===== src/common/txPkg.sv =====
package txPkg;

	localparam int numChannels = 8;
	localparam int bufferDepth = 2;

	typedef logic [14:0] progAddr_t;
	typedef logic [15:0] instrType_t;
	typedef logic [15:0] instrData_t;
	typedef logic [31:0] delay_t;
	typedef logic [numChannels-1:0] chanBits_t;
	typedef logic [15:0] pulseTime_t;

	// occupancy of the instruction buffer from 0 up to bufferDepth
	typedef logic [$clog2(bufferDepth+1)-1:0] bufCount_t;

	// instrData carries trigger values in 7:0 and LED values in 15:8
	typedef struct packed {
		instrType_t instrType;
		instrData_t instrData;
		delay_t delay;
	} instrWord_t;

	typedef struct packed {
		pulseTime_t startTime;
		pulseTime_t onTime;
	} channelTiming_t;

	typedef channelTiming_t [numChannels-1:0] channelTimingArray_t;

	// control command codes as seen on the command register
	typedef enum logic [7:0] {
		cmdHardReset = 8'd0,
		cmdSoftReset = 8'd1,
		cmdLoadProgram = 8'd2,
		cmdSetTrig = 8'd4,
		cmdSetTrigRest = 8'd5,
		cmdTestTrig = 8'd6,
		cmdSetLed = 8'd8,
		cmdRunProgram = 8'd128
	} txCommand_t;

	// bit positions in the one-hot instruction type
	localparam int bitSetTrig = 0;
	localparam int bitSetLeds = 1;
	localparam int bitTriggerRecv = 2;
	localparam int bitWaitExtTrig = 4;
	localparam int bitFirePulse = 5;
	localparam int bitProgramEnd = 15;

endpackage


===== src/hdl/instructionFetcher.sv =====
module instructionFetcher (
	input  logic txCLK,
	input  logic rst,
	input  logic fetchRestart,
	input  logic fetchEnable,
	input  txPkg::progAddr_t startAddr,
	input  txPkg::instrWord_t progWord,
	output txPkg::progAddr_t progAddr,
	input  txPkg::bufCount_t count,
	output logic push,
	output txPkg::instrWord_t pushWord
);

	txPkg::progAddr_t addrReg;
	logic inFlight;
	logic endSeen;
	logic endArriving;
	logic issue;
	txPkg::bufCount_t pending;

	// words already queued plus the one coming back from memory
	assign pending = count + txPkg::bufCount_t'(inFlight);

	// stop issuing as soon as the end word is on its way into the buffer
	assign endArriving = inFlight && progWord.instrType[txPkg::bitProgramEnd];

	assign issue = fetchEnable
		&& !fetchRestart
		&& !endSeen
		&& !endArriving
		&& (pending < txPkg::bufCount_t'(txPkg::bufferDepth));

	// memory registers the address on the issue edge
	assign progAddr = addrReg;

	// the read issued last edge is back now
	assign push = inFlight;
	assign pushWord = progWord;

	always_ff @(posedge txCLK)
	begin
		if (rst)
		begin
			inFlight <= 1'b0;
			// idle until the first restart supplies an address
			endSeen <= 1'b1;
		end
		else if (fetchRestart)
		begin
			inFlight <= 1'b0;
			endSeen <= 1'b0;
		end
		else
		begin
			inFlight <= issue;
			if (endArriving)
				endSeen <= 1'b1;
		end
	end

	always_ff @(posedge txCLK)
	begin
		if (fetchRestart)
			addrReg <= startAddr;
		else if (issue)
			addrReg <= addrReg + 1'b1;
	end

endmodule


===== src/hdl/instructionBuffer.sv =====
module instructionBuffer (
	input  logic txCLK,
	input  logic rst,
	input  logic flush,
	input  logic push,
	input  txPkg::instrWord_t pushWord,
	input  logic pop,
	output txPkg::instrWord_t headWord,
	output logic headValid,
	output txPkg::bufCount_t count
);

	txPkg::instrWord_t mem [txPkg::bufferDepth];
	logic [$clog2(txPkg::bufferDepth)-1:0] rdPtr;
	logic [$clog2(txPkg::bufferDepth)-1:0] wrPtr;
	logic doPush;
	logic doPop;

	assign headValid = (count != '0);
	assign headWord = mem[rdPtr];

	assign doPop = pop && headValid;
	assign doPush = push && (count != txPkg::bufCount_t'(txPkg::bufferDepth));

	always_ff @(posedge txCLK)
	begin
		if (doPush)
			mem[wrPtr] <= pushWord;
	end

	always_ff @(posedge txCLK)
	begin
		if (rst || flush)
		begin
			rdPtr <= '0;
			wrPtr <= '0;
			count <= '0;
		end
		else
		begin
			if (doPush)
				wrPtr <= wrPtr + 1'b1;
			if (doPop)
				rdPtr <= rdPtr + 1'b1;
			// push and pop together leave the count alone
			case ({doPush, doPop})
				2'b10: count <= count + 1'b1;
				2'b01: count <= count - 1'b1;
				default: count <= count;
			endcase
		end
	end

endmodule


===== src/sequencer/programSequencer.sv =====
module programSequencer (
	input  logic txCLK,
	input  logic rst,
	input  txPkg::txCommand_t txCommand,
	input  logic extTrigger,
	input  txPkg::chanBits_t ledReg,
	input  txPkg::chanBits_t trigReg,
	input  txPkg::chanBits_t trigRestReg,
	input  txPkg::instrWord_t headWord,
	input  logic headValid,
	output logic pop,
	output logic fetchRestart,
	output logic fetchEnable,
	output txPkg::chanBits_t trigOut,
	output txPkg::chanBits_t ledOut,
	output logic adcTrigger,
	input  logic adcTriggerAck,
	output logic fireStrobe,
	output logic clearPulse
);

	txPkg::txCommand_t prevCmd;
	txPkg::chanBits_t restLevel;
	txPkg::delay_t delayCnt;
	txPkg::delay_t remaining;
	txPkg::instrType_t headType;
	logic delayLoaded;
	logic running;
	logic isEnd;
	logic trigOk;
	logic execute;

	assign running = (txCommand == txPkg::cmdRunProgram);
	assign fetchEnable = running || (txCommand == txPkg::cmdLoadProgram);
	assign clearPulse = !running;

	// restart only on the transition into load or a reset
	assign fetchRestart = (txCommand != prevCmd)
		&& (txCommand inside {txPkg::cmdHardReset, txPkg::cmdSoftReset,
			txPkg::cmdLoadProgram});

	assign headType = headWord.instrType;
	assign isEnd = headType[txPkg::bitProgramEnd];

	// a fresh head starts from its own delay field
	assign remaining = delayLoaded ? delayCnt : headWord.delay;
	assign trigOk = !headType[txPkg::bitWaitExtTrig] || extTrigger;

	assign execute = running && headValid && !isEnd && (remaining == '0) && trigOk;
	assign pop = execute;
	assign fireStrobe = execute && headType[txPkg::bitFirePulse];

	always_ff @(posedge txCLK)
	begin
		if (rst)
			prevCmd <= txPkg::cmdHardReset;
		else
			prevCmd <= txCommand;
	end

	always_ff @(posedge txCLK)
	begin
		if (rst || fetchRestart || execute)
			delayLoaded <= 1'b0;
		else if (running && headValid && !isEnd && (remaining != '0))
		begin
			delayCnt <= remaining - 1'b1;
			delayLoaded <= 1'b1;
		end
	end

	always_ff @(posedge txCLK)
	begin
		if (rst)
		begin
			trigOut <= '0;
			ledOut <= '0;
			restLevel <= '0;
		end
		else
		begin
			case (txCommand)
				txPkg::cmdHardReset:
				begin
					trigOut <= '0;
					ledOut <= '0;
					restLevel <= '0;
				end
				txPkg::cmdSetTrig:
				begin
					trigOut <= trigReg;
					ledOut <= '0;
				end
				txPkg::cmdSetTrigRest:
				begin
					restLevel <= trigRestReg;
					ledOut <= '0;
				end
				txPkg::cmdTestTrig:
				begin
					trigOut <= trigReg ^ restLevel;
					ledOut <= '0;
				end
				txPkg::cmdSetLed:
					ledOut <= ledReg;
				txPkg::cmdRunProgram:
				begin
					if (execute && headType[txPkg::bitSetTrig])
						trigOut <= headWord.instrData[7:0] ^ restLevel;
					if (execute && headType[txPkg::bitSetLeds])
						ledOut <= headWord.instrData[15:8];
				end
				// soft reset, load and unknown codes park at the rest level
				default:
				begin
					trigOut <= restLevel;
					ledOut <= '0;
				end
			endcase
		end
	end

	// held until the receive side acknowledges
	always_ff @(posedge txCLK)
	begin
		if (rst)
			adcTrigger <= 1'b0;
		else if (execute && headType[txPkg::bitTriggerRecv])
			adcTrigger <= 1'b1;
		else if (adcTriggerAck)
			adcTrigger <= 1'b0;
	end

endmodule


===== src/sequencer/pulseGenerator.sv =====
module pulseGenerator (
	input  logic txCLK,
	input  logic rst,
	input  logic fireStrobe,
	input  logic clearPulse,
	input  txPkg::channelTimingArray_t pulseTiming,
	input  txPkg::chanBits_t channelMask,
	output txPkg::chanBits_t transducerOut,
	output logic pulseBusy
);

	txPkg::channelTimingArray_t timing;
	txPkg::pulseTime_t counter;
	txPkg::pulseTime_t chanEnd [txPkg::numChannels];
	txPkg::pulseTime_t lastEnd;
	txPkg::chanBits_t inWindow;

	always_comb
	begin
		lastEnd = '0;
		for (int c = 0; c < txPkg::numChannels; c++)
		begin
			chanEnd[c] = timing[c].startTime + timing[c].onTime;
			inWindow[c] = (counter >= timing[c].startTime) && (counter < chanEnd[c]);
			if (chanEnd[c] > lastEnd)
				lastEnd = chanEnd[c];
		end
	end

	always_ff @(posedge txCLK)
	begin
		if (fireStrobe && !pulseBusy)
			timing <= pulseTiming;
	end

	always_ff @(posedge txCLK)
	begin
		if (rst || clearPulse)
		begin
			counter <= '0;
			pulseBusy <= 1'b0;
			transducerOut <= '0;
		end
		else if (pulseBusy)
		begin
			counter <= counter + 1'b1;
			transducerOut <= inWindow & channelMask;
			// last channel window has closed
			if (counter == lastEnd)
				pulseBusy <= 1'b0;
		end
		else
		begin
			transducerOut <= '0;
			if (fireStrobe)
			begin
				counter <= '0;
				pulseBusy <= 1'b1;
			end
		end
	end

endmodule


===== src/hdl/txControlTop.sv =====
module txControlTop (
	input  logic txCLK,
	input  logic rst,
	input  txPkg::txCommand_t txCommand,
	input  logic extTrigger,
	input  txPkg::progAddr_t startAddr,
	input  txPkg::instrWord_t progWord,
	output txPkg::progAddr_t progAddr,
	input  txPkg::channelTimingArray_t pulseTiming,
	input  txPkg::chanBits_t channelMask,
	output txPkg::chanBits_t transducerOut,
	output txPkg::chanBits_t trigOut,
	output txPkg::chanBits_t ledOut,
	output logic adcTrigger,
	input  logic adcTriggerAck,
	input  txPkg::chanBits_t ledReg,
	input  txPkg::chanBits_t trigReg,
	input  txPkg::chanBits_t trigRestReg
);

	logic fetchRestart;
	logic fetchEnable;
	logic push;
	txPkg::instrWord_t pushWord;
	logic pop;
	txPkg::instrWord_t headWord;
	logic headValid;
	txPkg::bufCount_t count;
	logic fireStrobe;
	logic clearPulse;
	logic pulseBusy;

	instructionFetcher i_fetcher (
		.txCLK(txCLK),
		.rst(rst),
		.fetchRestart(fetchRestart),
		.fetchEnable(fetchEnable),
		.startAddr(startAddr),
		.progWord(progWord),
		.progAddr(progAddr),
		.count(count),
		.push(push),
		.pushWord(pushWord)
	);

	instructionBuffer i_buffer (
		.txCLK(txCLK),
		.rst(rst),
		.flush(fetchRestart),
		.push(push),
		.pushWord(pushWord),
		.pop(pop),
		.headWord(headWord),
		.headValid(headValid),
		.count(count)
	);

	programSequencer i_sequencer (
		.txCLK(txCLK),
		.rst(rst),
		.txCommand(txCommand),
		.extTrigger(extTrigger),
		.ledReg(ledReg),
		.trigReg(trigReg),
		.trigRestReg(trigRestReg),
		.headWord(headWord),
		.headValid(headValid),
		.pop(pop),
		.fetchRestart(fetchRestart),
		.fetchEnable(fetchEnable),
		.trigOut(trigOut),
		.ledOut(ledOut),
		.adcTrigger(adcTrigger),
		.adcTriggerAck(adcTriggerAck),
		.fireStrobe(fireStrobe),
		.clearPulse(clearPulse)
	);

	pulseGenerator i_pulse (
		.txCLK(txCLK),
		.rst(rst),
		.fireStrobe(fireStrobe),
		.clearPulse(clearPulse),
		.pulseTiming(pulseTiming),
		.channelMask(channelMask),
		.transducerOut(transducerOut),
		.pulseBusy(pulseBusy)
	);

endmodule


===== config.mk =====
export PLATFORM = sky130hd
export DESIGN_NAME = txControlTop
export DESIGN_NICKNAME = d
export VERILOG_FILES = /design/src/common/txPkg.sv /design/src/hdl/instructionFetcher.sv /design/src/hdl/instructionBuffer.sv /design/src/sequencer/programSequencer.sv /design/src/sequencer/pulseGenerator.sv /design/src/hdl/txControlTop.sv
export SDC_FILE = /design/constraint.sdc
export NUM_CORES = 1
export LEC_CHECK = 0
export BUFFER_PORTS_ARGS = -buffer_cell sky130_fd_sc_hd__buf_2
export CORE_ASPECT_RATIO = 0.75
export CORE_MARGIN = 1
export CORE_UTILIZATION = 60
export CTS_CLUSTER_SIZE = 8
export DETAILED_ROUTE_END_ITERATION = 8
export GPL_ROUTABILITY_DRIVEN = 1
export PLACE_DENSITY_LB_ADDON = 0.15
export SYNTH_ARGS = -nofsm -noshare
export SYNTH_HDL_FRONTEND = slang
export SYNTH_SLANG_ARGS = --single-unit

===== constraint.sdc =====
create_clock -name txCLK -period 30.7 [get_ports txCLK]
set_input_delay 1.535 -clock txCLK [delete_from_list [all_inputs] [get_ports txCLK]]
set_output_delay 1.535 -clock txCLK [all_outputs]
set_load 0.02 [all_outputs]

Word-level counts from Yosys, hierarchy flattened
Memories as Yosys holds them, arrays and structs flattened. A register that Yosys moved wholly into a read port is not among the register bits.
Index checks and enable logic that the tools add are counted.
{"block": "word_totals", "reg_bits": 368, "ram_bits": 128, "input_bits": 379, "out_inout_bits": 40, "word_cells": 178, "n_memories": 1}
{"memory": "i_buffer.mem", "words": 2, "word_bits": 64, "read_ports": 1, "rd_ports_with_merged_regs": 1, "wr": 1, "line": "instructionBuffer.sv:13", "rtl": "txPkg::instrWord_t mem [txPkg::bufferDepth];"}
{"block": "classes", "addsub": 16, "order_cmp": 25, "eq_ne": 14, "n_mux": 30, "bitwise": 6, "reduce_logical": 54}
{"operator": "$mux 16", "n": 10}
{"operator": "$add 16x16->16", "n": 8}
{"operator": "$ge 16x16->1", "n": 8}
{"operator": "$lt 16x16->1", "n": 8}
{"operator": "$gt 16x16->1", "n": 7}
{"operator": "$pmux 8 s5", "n": 1}
{"operator": "$logic_not 32->1", "n": 1}
{"operator": "$mux 32", "n": 1}
{"operator": "$pmux 8 s2", "n": 2}
{"operator": "$reduce_bool 32->1", "n": 1}
{"operator": "$sub 32x1->32 const B", "n": 1}
{"operator": "$mux 15", "n": 2}
{"operator": "$logic_and 1x1->1", "n": 26}
{"operator": "$eq 8x3->1 const B", "n": 3}
{"operator": "$add 16x1->16 const B", "n": 1}
{"operator": "$eq 16x16->1", "n": 1}
{"operator": "$gt 16x1->1 const B", "n": 1}
{"operator": "$mux 8", "n": 2}
{"operator": "$xor 8x8->8", "n": 2}
{"operator": "$add 15x1->15 const B", "n": 1}
{"operator": "$reduce_bool 2->1", "n": 7}
{"operator": "$mux 1", "n": 11}
{"operator": "$and 8x8->8", "n": 1}
{"operator": "$eq 8x1->1 const B", "n": 1}
{"operator": "20 further kinds", "n": 38}

Longest topological paths before layout
Gate-level depths: netlist (run 1).
{"block": "depth", "word_depth": 20, "mapped_depth": 125}

Hierarchy
From an unflattened synthesis (run 1), not the netlist that was laid out.
{"block": "unflattened", "hier_cells": 3223, "hier_area_um2": 34321.7}
{"module": "pulseGenerator", "instances": 1, "cells_per_inst": 2380, "area_per_inst_um2": 23786.6, "seq_area_each_um2": 8187.9}
{"module": "instructionBuffer", "instances": 1, "cells_per_inst": 225, "area_per_inst_um2": 4824.6, "seq_area_each_um2": 3943.8}
{"module": "programSequencer", "instances": 1, "cells_per_inst": 462, "area_per_inst_um2": 4280.4, "seq_area_each_um2": 1641.6}
{"module": "instructionFetcher", "instances": 1, "cells_per_inst": 156, "area_per_inst_um2": 1430.1, "seq_area_each_um2": 490.5}

Worst setup path before layout (run 1)
OpenSTA, ideal clock, no wires.
{"block": "synth_timing", "kind": "register to register", "startpoint": "reg i_pulse.timing[1] in the netlist's numbering", "endpoint": "reg i_pulse.pulseBusy", "setup_ps": 127, "t_arrival_ps": 20565, "path_slack_ps": 10008, "stages_incl_launch_ff": 121, "n_path_buf": 13, "period_less_slack_ps": 20692, "path_cell_list": "edfxtp_1 > ha_1 > a21o_1 > a21oi_1 > o21bai_1 > a21oi_1 > nor2b_1 > o21a_1 > o31a_1 > o41ai_1 > o21ai_0 > o21ai_0 > nand2b_1 > xnor2_1 > ha_1 > nand4_2 > a211oi_2 > nand2_1 > [85 not listed] > nand2b_1 > a21oi_1 > nor2b_1 > o21ai_0 > nand2b_1 > a21oi_1 > a32oi_1 > inv_1 > o21ai_0 > o22ai_1 > nand2_1 > nand3_1 > a311oi_1 > o311ai_0 > or3_1 > or4_1 > nor4_1 > a31oi_1"}
{"block": "synth_between", "elab_chain_cells": 20}
{"item": "start, declared", "line": "pulseGenerator.sv:12", "rtl": "txPkg::channelTimingArray_t timing;"}
{"item": "start signal, assigned", "line": "pulseGenerator.sv:33", "rtl": "timing <= pulseTiming;"}
{"item": "$add 16x16->16 (*)", "line": "pulseGenerator.sv:23", "rtl": "chanEnd[c] = timing[c].startTime + timing[c].onTime;"}
{"item": "$gt 16x1->1", "line": "pulseGenerator.sv:25", "rtl": "if (chanEnd[c] > lastEnd)"}
{"item": "$mux 16 (*)", "line": "pulseGenerator.sv:25"}
{"item": "$gt 16x16->1", "line": "pulseGenerator.sv:25"}
{"item": "$mux 16 (*)", "line": "pulseGenerator.sv:25"}
{"item": "$gt 16x16->1", "line": "pulseGenerator.sv:25"}
{"item": "$mux 16 (*)", "line": "pulseGenerator.sv:25"}
{"item": "$gt 16x16->1", "line": "pulseGenerator.sv:25"}
{"item": "[4 not listed]"}
{"item": "$mux 16 (*)", "line": "pulseGenerator.sv:25"}
{"item": "$gt 16x16->1", "line": "pulseGenerator.sv:25"}
{"item": "$mux 16 (*)", "line": "pulseGenerator.sv:25"}
{"item": "$gt 16x16->1", "line": "pulseGenerator.sv:25"}
{"item": "$mux 16 (*)", "line": "pulseGenerator.sv:25"}
{"item": "$eq 16x16->1 (*)", "line": "pulseGenerator.sv:49", "rtl": "if (counter == lastEnd)"}
{"item": "$mux 1 (*)", "line": "pulseGenerator.sv:49"}
{"item": "$mux 1 (*)", "line": "pulseGenerator.sv:44", "rtl": "else if (pulseBusy)"}
{"item": "end signal, assigned", "line": "pulseGenerator.sv:41", "rtl": "pulseBusy <= 1'b0;"}
{"item": "end signal, assigned", "line": "pulseGenerator.sv:50", "rtl": "pulseBusy <= 1'b0;"}
{"item": "end signal, assigned", "line": "pulseGenerator.sv:58", "rtl": "pulseBusy <= 1'b1;"}
{"item": "end, declared", "line": "pulseGenerator.sv:9", "rtl": "output logic pulseBusy"}
Mark *: on every way between the ends. The rest lies on a longest branch, timed or not.
A chain may end at the register's enable or synchronous reset.

Final worst setup path (run 1)
{"block": "layout_timing", "startpoint": "reg i_pulse.timing[17] in the netlist's numbering", "endpoint": "reg i_pulse.pulseBusy"}
The elaborated chain is that of the path after synthesis.

==> results.md, run 1 <==
- Status: complete, no violations
- H-tree depth: 3
- Worst-path cell with the longest stage delay: a211oi_2
- Number of port buffers: 408
- Worst R2R Start: i_pulse.timing[17]
- Pre-antenna DRT Iters: 6
- Syn nets: between 3000 and 4000
- Final GP Congestion: about 0.92
- Post-Syn Instances: slightly above 3000
- Hold Crit Start: i_sequencer.trigOut[2]
- Worst VDD drop: just under 0.06 mV
- Slew @ Worst Pin: about 1200 ps
- GRT Overall Usage: 0.3084
- Row count: 73
- Crit share post-route: 0.8291
- Most common cell on crit path: o21ai_0
- Final TNS setup: 0 ps
- Synth unique cells: about 90
- TritonCTS clock tree: yes
- Fmax: a little under 40 MHz
- Pre-CTS WS: between 5000 and 6000 ps
- Skew final: around 51 ps
- DP HPWL: 64150 um
- Static leakage: roughly 17 nW
- # IOs: between 400 and 500
- Crit path kind: reg2reg
- Clk buf depth: 3
- Total Power: about 0.0015 W
- Initial antenna violation count: 18
- Iter 0 DRT Violations: between 1500 and 2000
- Seq pwr share: 0.482
- Fin. Hold Viols: 0
- Final WS setup: between 5000 and 6000 ps
- Mean number of vias per cell: 5.746
- Critical-path maximum fanout: 24
- Fin nets: around 4400
- Largest net degree at the start of global routing: around 110
- WL per Instance: between 15 and 20 um
- Final wirelength: approximately 85000 um
- Layout area overhead: 15.70%
- Vias: approximately 25000
- Combinational Power Share: 0.023
- Setup bufs post-CTS: 0
- Width of the die: ~270 um
- Vias in the first global route: 24594
- Commonest non-fill, non-tap cells in the layout: 476 x ha_1, 411 x edfxtp_1, 408 x buf_2
- Sw Ratio: 0.2142
- Unrepaired setup endpoints after global routing: no
- Slew headroom: 0.1676
- CP max stage delay: 750 ps
- Adder-Cell Fraction of Synth Area: 0.1911
- Worst Hold Class: reg2reg
- Final Setup Violations: 0
- Yosys warnings: 0
- Core ar.: approximately 53000 sq um
- Int Pwr: between 0.001 and 0.0015 W
- Area of the die: ~55000 sq um
- Post-synthesis compound-gate area fraction: 0.1307
- Psw: ~0.00031 W
- MaxCap Viol Count: 0
- Filler cell count: 3964
- Hold-fix buffers at CTS: 0
- Number of flops mapped to enable cells by yosys: a little over 400
- Mux cell area share after synthesis: 0.03944
- Starting density of the core: 0.6086
- FF+latch count, synth: between 400 and 500
- TritonCTS Buffers: between 60 and 70
- Clock share of power: 0.495
- Post-synthesis sequential area ratio: 0.4230
- Synthesized cell area: about 32000 sq um
- Largest family of logic cells by synthesized area: adder cells
- # clock sinks: around 480
- Final Max Tran Viols: 0
- Syn_area_per_cell: ~10 sq um
- Asr flop ratio synth: 0
- Overflow left after global routing: 0
- Minimum clock period after layout: around 25000 ps
- # resized after CTS: 0
- CP Launch Point: i_pulse.timing[17]
- Commonest non-fill, non-tap cell in the layout: ha_1
- Post-Synth Simple-Gate Area: 0.1151
- DRC viols: 0
- Arr. time, crit path: roughly 26000 ps
- Post-detailed-route count of antenna-violating nets: 0
- Worst-path clk slew: ~60 ps
- Share of cells above drive strength 1: 0.1614
- Top_reg_cell synth: edfxtp_1
- CP startpoint kind: flip-flop
- CTS root buf: clkbuf_16
- Post-synthesis xor/xnor area fraction: 0.05451
- Die height: 202.9 um
- Skew-Pair Late Insertion Delay: 630 ps
- Worst EP required: 31180 ps
- Element type at the critical path end: flip-flop
- Global-route wire length before repair: between 100000 and 150000 um
- Pwr/cell area: 39.07 nW/um^2
==> worst paths after layout <==
path              slack [ps]  cells after the start                      to
setup / recovery        5250                    108       i_pulse.pulseBusy
hold / removal           460                      2  i_sequencer.trigOut[2]
hold reg to reg          460                      2  i_sequencer.trigOut[2]
setup reg to reg        5250                    108       i_pulse.pulseBusy
==> sequential cells by signal, summed over array words and instances (netlist names), 2 cells and up, named ones only <==
signal and cells:
i_pulse.timing 256, i_buffer.mem 108, i_pulse.transducerOut 8, i_sequencer.trigOut 8
i_sequencer.delayCnt 32, i_pulse.counter 16, i_sequencer.ledOut 8, i_sequencer.restLevel 8
i_sequencer.prevCmd 8, i_fetcher.progAddr 15, i_buffer.count 2
==> logic make-up (layout without fill, tap and decap cells) <==
group,count (synthesis),in the layout
compound gates,696,696
fa+ha+maj,489,489
mux,120,120
other cells,0,14
simple gates,739,739
buf+inv,390,890
flops,477,477
xor+xnor,201,201
==> stage by stage <==
stage          cells  utilization  cell area [sq um]  hold WS, ps
3_3_place_gp    4207       0.6644              35260        443.4
4_1_cts         4324       0.7035              37330        456.3
6_report        4338       0.7042              37370        463.4
5_1_grt         4328       0.7037              37340        487.0
3_5_place_dp    4207       0.6644              35260        449.3
2_1_floorplan   3112            -              32300        472.5
==> cells in the mapped netlist, drive strengths merged (11+ instances only) <==
cell	number	area [sq um]
nor2	233	874.6
edfxtp	411	12340
nand3	46	230.2
o21ai	155	779.5
dfxtp	66	1321
a22oi	13	97.59
nand4	30	193.9
a21o	57	427.9
nand2b	93	581.8
nor3	43	220.2
xor2	55	481.7
clkbuf	44	165.2
a21oi	299	1500
xnor2	146	1279
nand2	116	435.4
o21bai	63	473.0
nor2b	88	550.5
o211ai	11	92.58
and3	20	125.1
mux2	33	382.9
buf	12	70.07
mux2i	87	890.9
o21a	16	120.1
inv	333	1250
ha	476	5956
==> per-layer routing <==
metal  part of all wire  track usage  routed length [um]
met1               0.45       0.4271               38190
met3              0.077      0.06824                6570
met4              0.021      0.08036                1765
met2               0.45       0.4896               38200
met5             0.0012            0                 101
==> power groups by stage <==
| stage | registers, W | logic, W | clock network, W |
|---|---|---|---|
| 6_report | 0.000704 | 0.0000333 | 0.000722 |
| 5_1_grt | 0.000703 | 0.0000360 | 0.000761 |
| 4_1_cts | 0.000704 | 0.0000334 | 0.000735 |
| 3_5_place_dp | 0.000717 | 0.0000329 | 0 |
| 3_3_place_gp | 0.000717 | 0.0000319 | 0 |
| 2_1_floorplan | 0.000717 | 0.00000520 | 0 |
==> critical path, delay by kind of cell, from the launching register on <==
family          cells  cell delay, ps
compound gates     54           12770
mux                 2             580
xor+xnor            1             150
flops               1             440
simple gates       36            7050
buf+inv             7            1690
fa+ha+maj           8            2560
==> cell type report <==
cell class,count,area (sq um),share of cell area
Antenna cell,14,35.03,0.0009375
Clock buffer,110,1881,0.05032
Clock inverter,7,196.4,0.005257
Inverter,334,1261,0.03375
Multi-Input combinational cell,2245,17160,0.4593
Sequential cell,477,13670,0.3657
Tap cell,712,890.9,0.02384
Timing Repair Buffer,439,2275,0.06087
(Power assumes the default switching activity.)
==> inputs of run 2 (changes only) <==
--- a/config.mk
+++ b/config.mk
@@ -8,7 +8,7 @@
 export BUFFER_PORTS_ARGS = -buffer_cell sky130_fd_sc_hd__buf_2
 export CORE_ASPECT_RATIO = 0.75
 export CORE_MARGIN = 1
-export CORE_UTILIZATION = 60
+export CORE_UTILIZATION = 59
 export CTS_CLUSTER_SIZE = 8
 export DETAILED_ROUTE_END_ITERATION = 8
 export GPL_ROUTABILITY_DRIVEN = 1
==> constraint.sdc (replaced) <==
create_clock -name txCLK -period 25.2 [get_ports txCLK]
set_input_delay 1.26 -clock txCLK [delete_from_list [all_inputs] [get_ports txCLK]]
set_output_delay 1.26 -clock txCLK [all_outputs]
set_load 0.02 [all_outputs]
==> run 2 against run 1 <==
Wire length up 2.5%. Cell count is essentially flat. Combinational power is 23% higher. Sequential cell count did not move. Worst setup slack lost 3200 ps. Register-to-register slack worse by 3200 ps. Critical endpoint unchanged.
==> results.md, run 2 (synthesis results as in run 1) <==
- Status: complete, no violations
- TritonCTS Buffers: 70 (+1.4%)
- Starting density of the core: 0.6034 (-0.005193)
- Max reg flops: 256 (unchanged)
- Final wirelength: 86930 um (+2.5%)
- Setup slack, reg-to-reg: 2050 ps (-3200 ps)
- Registers with the most flip-flops: i_pulse.timing: 256 flops, i_buffer.mem: 108 flops, i_sequencer.delayCnt: 32 flops
- DP Cell Count: 4207 (unchanged)
- Unrepaired setup endpoints after global routing: no
- H-tree depth: 3 (unchanged)
- Hold Crit Start: i_sequencer.trigOut[5]
- Clock share of power: 0.502 (+0.007)
- Crit path kind: reg2reg
- Number of port buffers: 408 (unchanged)
- Post-detailed-route count of antenna-violating nets: 0 (unchanged)
- CP max stage delay: 660 ps (-90 ps)
- Element type at the critical path end: flip-flop
- Worst reg2reg path depth: 104 (-3.7%)
- Pwr/cell area: 48.17 nW/um^2 (+23%)
- Commonest non-fill, non-tap cell in the layout: ha_1
- MaxCap Viol Count: 0 (unchanged)
- Core ar.: 53520 sq um (+0.86%)
- Commonest non-fill, non-tap cells in the layout: 476 x ha_1, 411 x edfxtp_1, 408 x buf_2
- Static leakage: 16.67 nW (+0.28%)
- Fin. Hold Viols: 0 (unchanged)
- Worst VDD drop: 0.06597 mV (+12%)
- Global-route wire length before repair: 135900 um (+2.3%)
- Fmax: 43.20 MHz (+10%)
- Die height: 204.6 um (+0.84%)
- Minimum clock period after layout: 23150 ps (-2304 ps)
- CTS root buf: clkbuf_16
- Row count: 73 (unchanged)
- Skew final: 48.50 ps (-2.469 ps)
- Final GP Congestion: 0.9548 (+3.6%)
- Seq pwr share: 0.475 (-0.007)
- Worst-path cell with the longest stage delay: nor4_1
- Pre-antenna DRT Iters: 5 (-1)
- Vias in the first global route: 25633 (+4.2%)
- Hold WS: 457.1 ps (-6.354 ps)
- Critical-path maximum fanout: 23 (-4.2%)
- Sw Ratio: 0.2164 (+0.002272)
- Slew headroom: 0.2135 (+0.04584)
- Arr. time, crit path: 23660 ps (-2270 ps)
- Fin util: 0.7002 (-0.003951)
- Most flops, register: i_pulse.timing
- Iter 0 DRT Violations: 1847 (+6.6%)
- Layout area overhead: 16.04%
- Int Pwr: 0.001415 W (+23%)
- GRT Overall Usage: 0.3131 (+0.004722)
- Skew-Pair Late Insertion Delay: 650 ps (+20 ps)
- Non-Filler Instances: 4342 (+0.092%)
- Area of the die: 55690 sq um (+1.7%)
- Vias: 25076 (+0.59%)
- Slew @ Worst Pin: 1171 ps (-69.45 ps)
- Psw: 0.0003907 W (+25%)
- Mean number of vias per cell: 5.775 (+0.50%)
- CP startpoint kind: flip-flop
- TritonCTS clock tree: yes
- Initial antenna violation count: 9 (-9)
- Worst R2R Start: i_pulse.timing[16]
- Fin nets: 4430 (+0.023%)
- Worst reg2reg endpoint: i_pulse.pulseBusy
- Crit path max-delay family: compound AO/OA/AOI/OAI gates
- Combinational Power Share: 0.023 (about the same)
- Worst Hold Class: reg2reg
- Worst-path clk slew: 60 ps (about the same)
- # clock sinks: 477 (unchanged)
- Largest net degree at the start of global routing: 134 (+21%)
- Worst EP required: 25710 ps (-5470 ps)
- Crit path buf inv count: 4 (-3)
- WL per Instance: 20.02 um (+2.4%)
- Most common cell on crit path: o21ai_0
- Final Setup Violations: 0 (unchanged)
- Width of the die: 272.2 um (+0.84%)
- Overflow left after global routing: 0 (unchanged)
- Clk buf depth: 3 (unchanged)
- # IOs: 419 (unchanged)
- Share of cells above drive strength 1: 0.1633 (+0.001853)
- DP HPWL: 65560 um (+2.2%)
- Hold Crit Depth: 2 (unchanged)
- Crit share post-route: 0.9186 (+0.08953)
- DRC viols: 0 (unchanged)
- Final Max Tran Viols: 0 (unchanged)
- Hold EP: i_sequencer.trigOut[5]
- Final TNS setup: 0 ps (unchanged)
run 2: worst max path at each step:
stage	slack, ps	to	depth (start not counted)	startpoint
final	2050	i_pulse.pulseBusy	104	i_pulse.timing[16]
after global routing	70	i_pulse.pulseBusy	106	i_pulse.timing[16]
after CTS	990	i_pulse.pulseBusy	105	i_pulse.timing[16]
after detailed placement	1120	i_pulse.pulseBusy	105	i_pulse.timing[16]
after global placement	1600	i_pulse.pulseBusy	108	i_pulse.timing[16]
after floorplan	4510	i_pulse.pulseBusy	120	i_pulse.timing[1]
run 2: layout make-up:
class                   count  area, sq um
multi-input cells        2245        17200
clock buffers             116         1944
fillers                  4016        16050
flip-flops and latches    477        13670
diodes                     10        25.02
repair buffers            439         2275
well taps                 712        890.9
inverters                 334         1261
clock inverters             9        219.0
run 2: stage by stage:
stage               power [W]  area (sq um)  setup slack, ps
floorplan           0.0008799         32300             4508
global placement    0.0009120         35260             1598
detailed placement  0.0009136         35260             1119
CTS                  0.001819         37420            988.3
global route         0.001854         37450            68.11
finish               0.001805         37480             2052
run 2: timing repair:
| action | in CTS | in global routing |
|---|---|---|
| hold buffers | 0 | 0 |
| gates resized for setup | 0 | 7 |
| setup buffers | 0 | 0 |
| setup endpoints to repair | 0 | 1 |
run 2: metal layers:
metal	vias up	global-route usage	routed length [um]
li1	12108	-	-
met1	11908	0.4089	37020
met2	884	0.5239	41130
met3	170	0.06049	6159
met4	6	0.1009	2587
met5	-	0	31
run 2: power by group through the flow:
| stage | clock (W) | combinational (W) | sequential, W |
|---|---|---|---|
| global route | 0.000953 | 0.0000441 | 0.000857 |
| finish | 0.000907 | 0.0000409 | 0.000858 |
| CTS | 0.000921 | 0.0000412 | 0.000858 |
| global placement | 0 | 0.0000390 | 0.000873 |
| detailed placement | 0 | 0.0000405 | 0.000873 |
| floorplan | 0 | 0.00000633 | 0.000874 |
run 2: worst reg2reg max path: cells and delay by family (launching register included):
family | cells | cell delay [ps]
adder cells (fa/ha/maj) | 9 | 2710
XOR/XNOR | 1 | 110
multiplexers | 2 | 610
AND/OR/NAND/NOR | 36 | 6390
AO/OA/AOI/OAI | 52 | 12140
buffers and inverters | 4 | 690
flip-flops | 1 | 400
